<file path="config.mk">
export PLATFORM = sky130hd
export DESIGN_NAME = cache_controller
export DESIGN_NICKNAME = d
export VERILOG_FILES = /design/src/logic/cache_pkg.sv /design/src/logic/cache_controller.sv
export SDC_FILE = /design/constraint.sdc
export NUM_CORES = 1
export LEC_CHECK = 0
export ABC_AREA = 0
export BUFFER_PORTS_ARGS = -buffer_cell sky130_fd_sc_hd__buf_2
export CAP_MARGIN = 30
export CORE_MARGIN = 3
export CORE_UTILIZATION = 48
export DETAILED_ROUTE_END_ITERATION = 16
export PLACE_DENSITY_LB_ADDON = 0.25
export SYNTH_ARGS = -nofsm -noshare
export SYNTH_HDL_FRONTEND = slang
export SYNTH_SLANG_ARGS = --single-unit
export TNS_END_PERCENT = 10
</file>
<file path="constraint.sdc">
create_clock -name clk -period 7.6 [get_ports clk]
set_clock_uncertainty 0.15 [all_clocks]
set_input_delay 0.76 -clock clk [delete_from_list [all_inputs] [get_ports clk]]
set_output_delay 0.76 -clock clk [all_outputs]
set_load 0.02 [all_outputs]
</file>
<file path="src/logic/cache_pkg.sv">
// ===============================================
// Shared types and constants for the cache system
// Address field layout, vector typedefs, FSM enum
// ===============================================

package cache_pkg;

   // Bus widths
   localparam int ADDR_W = 16;
   localparam int WORD_W = 16;

   // Address fields, byte address with bit 0 unused
   localparam int OFFSET_LSB = 1;
   localparam int OFFSET_W   = 2;
   localparam int TAG_LSB    = 3;
   localparam int TAG_W      = 5;
   localparam int INDEX_LSB  = 8;
   localparam int INDEX_W    = 8;

   // Cache geometry
   localparam int WORDS_PER_BLOCK = 4;
   localparam int NUM_SETS        = 256;

   typedef logic [ADDR_W-1:0]   addr_t;
   typedef logic [WORD_W-1:0]   word_t;
   typedef logic [TAG_W-1:0]    tag_t;
   typedef logic [INDEX_W-1:0]  index_t;
   typedef logic [OFFSET_W-1:0] offset_t;

   // Controller FSM
   typedef enum logic [1:0] {
      ST_IDLE,
      ST_WRITE_BACK,
      ST_FILL,
      ST_RETRY
   } ctrl_state_t;

endpackage
</file>
<file path="src/logic/cache_controller.sv">
// ===============================================
// Cache controller FSM with lookup, write-back,
// pipelined fill and retry, victim choice and
// registered outputs
// ===============================================

`timescale 1ns/1ps

module cache_controller #(
   parameter int MEM_LATENCY = 2
) (
   input  logic               clk,
   input  logic               rst,
   input  cache_pkg::addr_t   addr,
   input  cache_pkg::word_t   data_in,
   input  logic               rd,
   input  logic               wr,
   input  logic               way0_hit,
   input  logic               way0_valid,
   input  logic               way0_dirty,
   input  logic               way1_hit,
   input  logic               way1_valid,
   input  logic               way1_dirty,
   input  cache_pkg::tag_t    way0_tag,
   input  cache_pkg::tag_t    way1_tag,
   input  cache_pkg::word_t   way0_data,
   input  cache_pkg::word_t   way1_data,
   output logic               way0_enable,
   output logic               way1_enable,
   output logic               way_compare,
   output logic               way_write,
   output cache_pkg::index_t  way_index,
   output cache_pkg::tag_t    way_tag,
   output cache_pkg::offset_t way_offset,
   output cache_pkg::word_t   way_write_data,
   output cache_pkg::addr_t   mem_addr,
   output cache_pkg::word_t   mem_write_data,
   output logic               mem_rd,
   output logic               mem_wr,
   input  cache_pkg::word_t   mem_read_data,
   output cache_pkg::word_t   data_out,
   output logic               done,
   output logic               stall,
   output logic               cache_hit
);

   cache_pkg::ctrl_state_t state;

   // Captured request
   cache_pkg::addr_t   req_addr;
   cache_pkg::word_t   req_data;
   logic               req_wr;
   logic               pend;
   cache_pkg::index_t  req_index;
   cache_pkg::tag_t    req_tag;
   cache_pkg::offset_t req_offset;

   // Replacement
   logic               victim;
   logic               toggle;
   logic               next_victim;
   logic               victim_dirty;
   cache_pkg::tag_t    victim_tag;

   // Word counters for write-back/fill
   logic [2:0]             issue_cnt;
   logic [1:0]             inst_cnt;
   logic [MEM_LATENCY-1:0] ret_pipe;

   logic accept;
   logic any_hit;

   assign req_index  = req_addr[cache_pkg::INDEX_LSB +: cache_pkg::INDEX_W];
   assign req_tag    = req_addr[cache_pkg::TAG_LSB +: cache_pkg::TAG_W];
   assign req_offset = req_addr[cache_pkg::OFFSET_LSB +: cache_pkg::OFFSET_W];

   // New request only when idle with nothing pending
   assign accept  = (state == cache_pkg::ST_IDLE) && !pend && !stall && (rd || wr);
   assign any_hit = way0_hit || way1_hit;

   // Invalid way first, then clean way, then the toggle bit
   always_comb begin
      if (!way0_valid) begin
         next_victim = 1'b0;
      end else if (!way1_valid) begin
         next_victim = 1'b1;
      end else if (!way0_dirty) begin
         next_victim = 1'b0;
      end else if (!way1_dirty) begin
         next_victim = 1'b1;
      end else begin
         next_victim = toggle;
      end
   end

   // Write-back needed only when both lines are valid and dirty
   assign victim_dirty = way0_valid && way1_valid && way0_dirty && way1_dirty;
   assign victim_tag   = victim ? way1_tag : way0_tag;

   // Way and memory drive
   always_comb begin
      way0_enable    = 1'b0;
      way1_enable    = 1'b0;
      way_compare    = 1'b0;
      way_write      = 1'b0;
      way_index      = req_index;
      way_tag        = req_tag;
      way_offset     = req_offset;
      way_write_data = req_data;
      mem_addr       = '0;
      mem_write_data = victim ? way1_data : way0_data;
      mem_rd         = 1'b0;
      mem_wr         = 1'b0;
      unique case (state)
         cache_pkg::ST_IDLE, cache_pkg::ST_RETRY: begin
            // Lookup on both ways, hit write sets dirty
            if (pend || state == cache_pkg::ST_RETRY) begin
               way0_enable = 1'b1;
               way1_enable = 1'b1;
               way_compare = 1'b1;
               way_write   = req_wr;
            end
         end
         cache_pkg::ST_WRITE_BACK: begin
            // Stream victim block back to its old address
            way0_enable = !victim;
            way1_enable = victim;
            way_offset  = issue_cnt[1:0];
            mem_wr      = 1'b1;
            mem_addr    = {req_index, victim_tag, issue_cnt[1:0], 1'b0};
         end
         cache_pkg::ST_FILL: begin
            // One read per cycle until four issued
            mem_rd   = !issue_cnt[2];
            mem_addr = {req_index, req_tag, issue_cnt[1:0], 1'b0};
            // Install returning word into the victim
            if (ret_pipe[MEM_LATENCY-1]) begin
               way0_enable    = !victim;
               way1_enable    = victim;
               way_write      = 1'b1;
               way_offset     = inst_cnt;
               way_write_data = mem_read_data;
            end
         end
         default: begin
         end
      endcase
   end

   // Control state
   always_ff @(posedge clk) begin
      if (rst) begin
         state     <= cache_pkg::ST_IDLE;
         pend      <= 1'b0;
         victim    <= 1'b0;
         toggle    <= 1'b0;
         issue_cnt <= '0;
         inst_cnt  <= '0;
         ret_pipe  <= '0;
         done      <= 1'b0;
         stall     <= 1'b0;
         cache_hit <= 1'b0;
      end else begin
         toggle    <= ~toggle;
         done      <= 1'b0;
         cache_hit <= 1'b0;
         // Track reads in flight
         ret_pipe[0] <= mem_rd;
         for (int i = 1; i < MEM_LATENCY; i++) begin
            ret_pipe[i] <= ret_pipe[i-1];
         end
         if (accept) begin
            pend <= 1'b1;
         end
         unique case (state)
            cache_pkg::ST_IDLE: begin
               if (pend) begin
                  pend <= 1'b0;
                  if (any_hit) begin
                     done      <= 1'b1;
                     cache_hit <= 1'b1;
                  end else begin
                     victim <= next_victim;
                     stall  <= 1'b1;
                     state  <= victim_dirty ? cache_pkg::ST_WRITE_BACK : cache_pkg::ST_FILL;
                  end
               end
            end
            cache_pkg::ST_WRITE_BACK: begin
               issue_cnt <= issue_cnt + 3'd1;
               if (issue_cnt[1:0] == 2'd3) begin
                  issue_cnt <= '0;
                  state     <= cache_pkg::ST_FILL;
               end
            end
            cache_pkg::ST_FILL: begin
               if (mem_rd) begin
                  issue_cnt <= issue_cnt + 3'd1;
               end
               if (ret_pipe[MEM_LATENCY-1]) begin
                  inst_cnt <= inst_cnt + 2'd1;
                  // Last word installed
                  if (inst_cnt == 2'd3) begin
                     issue_cnt <= '0;
                     state     <= cache_pkg::ST_RETRY;
                  end
               end
            end
            cache_pkg::ST_RETRY: begin
               state <= cache_pkg::ST_IDLE;
               done  <= 1'b1;
               stall <= 1'b0;
            end
            default: state <= cache_pkg::ST_IDLE;
         endcase
      end
   end

   // Request capture and read data
   always_ff @(posedge clk) begin
      if (accept) begin
         req_addr <= addr;
         req_data <= data_in;
         req_wr   <= wr;
      end
      if ((state == cache_pkg::ST_IDLE && pend) || state == cache_pkg::ST_RETRY) begin
         data_out <= way0_hit ? way0_data : way1_data;
      end
   end

endmodule

</file>
==> summary.md <==
| Metric | Value |
|---|---|
| Status | `finished, final reports clean` |
| Number of H-tree levels | `3` |
| Core Box Area | `0.00649 mm^2` |
| Layout area overhead | `32.3%` |
| Fin. max-slew vios | `0` |
| HP Start | `toggle` |
| Syn nets | `371` |
| GPL Wtd Cong | `0.784` |
| Nets | `544` |
| Total grt overflow | `0` |
| Cell taking the most area after synthesis | `edfxtp_1` |
| Yosys cell types | `43` |
| First-pass GRT wire length | `11500 um` |
| Iter 0 DRT Violations | `66` |
| DIE AREA | `0.00784 mm^2` |
| Dominant synthesized flop cell | `edfxtp_1` |
| Largest net degree at the start of global routing | `34` |
| Worst Hold Depth | `1` |
| Crit path launch type | `flip-flop` |
| All-Layer GR Usage | `0.195` |
| Critical path arrival | `2.28 ns` |
| Register-to-Register Path Depth | `5` |
| Crit Path Class | `reg2out` |
| Share of cells above drive strength 1 | `0.521` |
| Total power | `0.000934 W` |
| CTS tree | `built` |
| Worst relative slew slack | `0.533` |
| RSZ-0062 raised after global routing | `false` |
| Post-CTS sizing | `0` |
| Register area share after synthesis | `0.532` |
| Endpoints failing setup | `0` |
| Initial Util | `0.504` |
| Final wirelength | `8060 um` |
| Number of global-route vias before repair | `2387` |
| Register-to-Register Setup Slack | `5.44 ns` |
| F_max | `314 MHz` |
| Hpwl dp | `6450 um` |
| Final worst-path cycle share | `0.419` |
| Hold endpoint | `toggle` |
| Initial antenna violation count | `0` |
| Worst r2r src | `state[0]` |
| YS warnings | `0` |
| Row cnt | `29` |
| Post-synth ARST share | `0` |
| Vias after detailed routing | `2580` |
| Number of nets with antenna violations after routing | `0` |
| Number of max-cap violations | `0` |
| RR Endpoint | `req_addr[13]` |
| Post-synth EDFFs | `48` |
| Worst min-delay path class | `reg2reg` |
| Die Ht | `88.6 um` |
| Post-Syn Area | `0.00327 mm^2` |
| DRC | `0` |
| Vias/cell | `5.01` |
| Critical Path End Type | `output pin` |
| Smallest hold slack | `0.256 ns` |
| Final hold violations | `0` |
| Commonest cells after routing, fill and taps aside | `185 x buf_2, 48 x edfxtp_1, 30 x mux2_1, 23 x mux2_2, 15 x dfxtp_1` |
| Leakage | `1.97 nW` |
| Clock latency at the later pin of the worst-skew pair | `0.33 ns` |
| Synth area leaders | `edfxtp_1 44%, mux2_1 10%, dfxtp_1 9.2%` |
| Setup TNS | `0 ns` |
| Most common cell after layout, fill and taps aside | `buf_2` |
| Worst VDD drop | `0.000135 V` |
| Post-CTS Hold Fix Bufs | `0` |
| First drt pass iteration count | `4` |
| PortBufs | `185` |
| Clock Path Buffers | `2` |
| Post-CTS Setup Inserts | `0` |
| CTS Root Buffer Type | `clkbuf_8` |
| Clock slew at reported path FFs | `0.06 ns` |
| Power Dens Cells | `216 mW/mm^2` |
| Final Critical Period | `3.19 ns` |
| Mean post-synth cell area | `12.5 um^2` |
| ANT cells | `0` |
| Crit path from | `state[0]` |
| Total CTS buffers | `9` |
| Register bit total from synthesis | `63` |
| Mean routed wirelength per cell | `15.7 um` |
| # IOs | `188` |
| Worst Path Required | `6.69 ns` |
| Slew @ Worst Pin | `0.701 ns` |
| Die W | `88.6 um` |
| Crit Path Max Fanout | `20` |
| Synth top area share | `0.441` |
| Cell count after synthesis | `261` |
| CTS Sinks | `63` |
metal layers:
metal / global-route usage / routed length (um)
met2: 0.348 / 4230
met3: 0.0642 / 654
met4: 0.0577 / 100
met1: 0.223 / 3080
met5: 0 / 0
where the power goes:
group	leakage [nW]	internal, W	total, W	switching (W)
combinational	1.30	0.0000852	0.000229	0.000144
sequential	0.585	0.000424	0.000440	0.0000158
clock	0.0872	0.000147	0.000265	0.000118
total	1.97	0.000656	0.000934	0.000278
cell usage after synthesis (2+ instances only):
cell type  instances
a22oi_1            6
buf_2              5
nand3_1            2
clkbuf_1           4
nor2b_1            8
nand2_1            7
a22o_1             4
nand2b_1           2
o21ai_1            7
dfxtp_1           15
o21ai_0            4
nor3_1             4
a21oi_1            6
buf_4             15
nor2_1            14
and2_1            10
or2_1              2
a311oi_1           2
mux2i_1            2
inv_1             12
edfxtp_1          48
ha_1              10
mux2_2            23
mux2_1            30
critical path, cell delays in order (launching register included):
cell and delay [ns]:
dfxtp_1 0.41, inv_1 0.12, ha_1 0.57, or2_1 0.35, inv_1 0.11, nand2_1 0.08
a21oi_1 0.13, buf_2 0.18
per-stage QoR:
| stage | util | std cells | area, um^2 | worst slack (ns) |
|---|---|---|---|---|
| 4_1_cts | 0.666 | 515 | 4330 | 4.40 |
| 2_1_floorplan | - | 261 | 3270 | 3.73 |
| 3_3_place_gp | 0.639 | 500 | 4150 | 4.81 |
| 5_1_grt | 0.666 | 515 | 4330 | 4.18 |
| 6_report | 0.666 | 515 | 4330 | 4.41 |
| 3_5_place_dp | 0.639 | 500 | 4150 | 4.78 |
sequential cells by signal, summed over array words and instances (netlist names):
name       count
ret_pipe       2
stall          1
victim         1
req_data      16
data_out      16
req_addr      15
state          2
pend           1
req_wr         1
done           1
toggle         1
inst_cnt       2
cache_hit      1
issue_cnt      3
cells by family (layout without fill, tap and decap cells):
family	after synthesis	count (layout)	synth area share
mux	55	55	0.189
simple gates	54	54	0.0876
other cells	1	1	0.00115
fa+ha+maj	10	10	0.0382
compound gates	39	39	0.0845
xor+xnor	1	1	0.00268
buf+inv	38	215	0.0650
flops	63	63	0.532
layout make-up:
| type | count | area [um^2] |
|---|---|---|
| clock buffers | 10 | 128 |
| clock inverters | 5 | 50.0 |
| fillers | 529 | 2170 |
| inverters | 13 | 48.8 |
| multi-input cells | 160 | 1320 |
| flip-flops and latches | 63 | 1740 |
| well taps | 77 | 96.3 |
| repair buffers | 187 | 941 |
how the worst max path moves through the flow:
stage | end | slack, ns | cells after the start
floorplan | req_addr[10] | 3.73 | 4
global placement | way_write | 4.81 | 7
detailed placement | way_write | 4.78 | 7
CTS | way_write | 4.40 | 7
global route | way_write | 4.18 | 7
finish | way_write | 4.41 | 7
No activity file was read; power rests on OpenSTA's default activity.
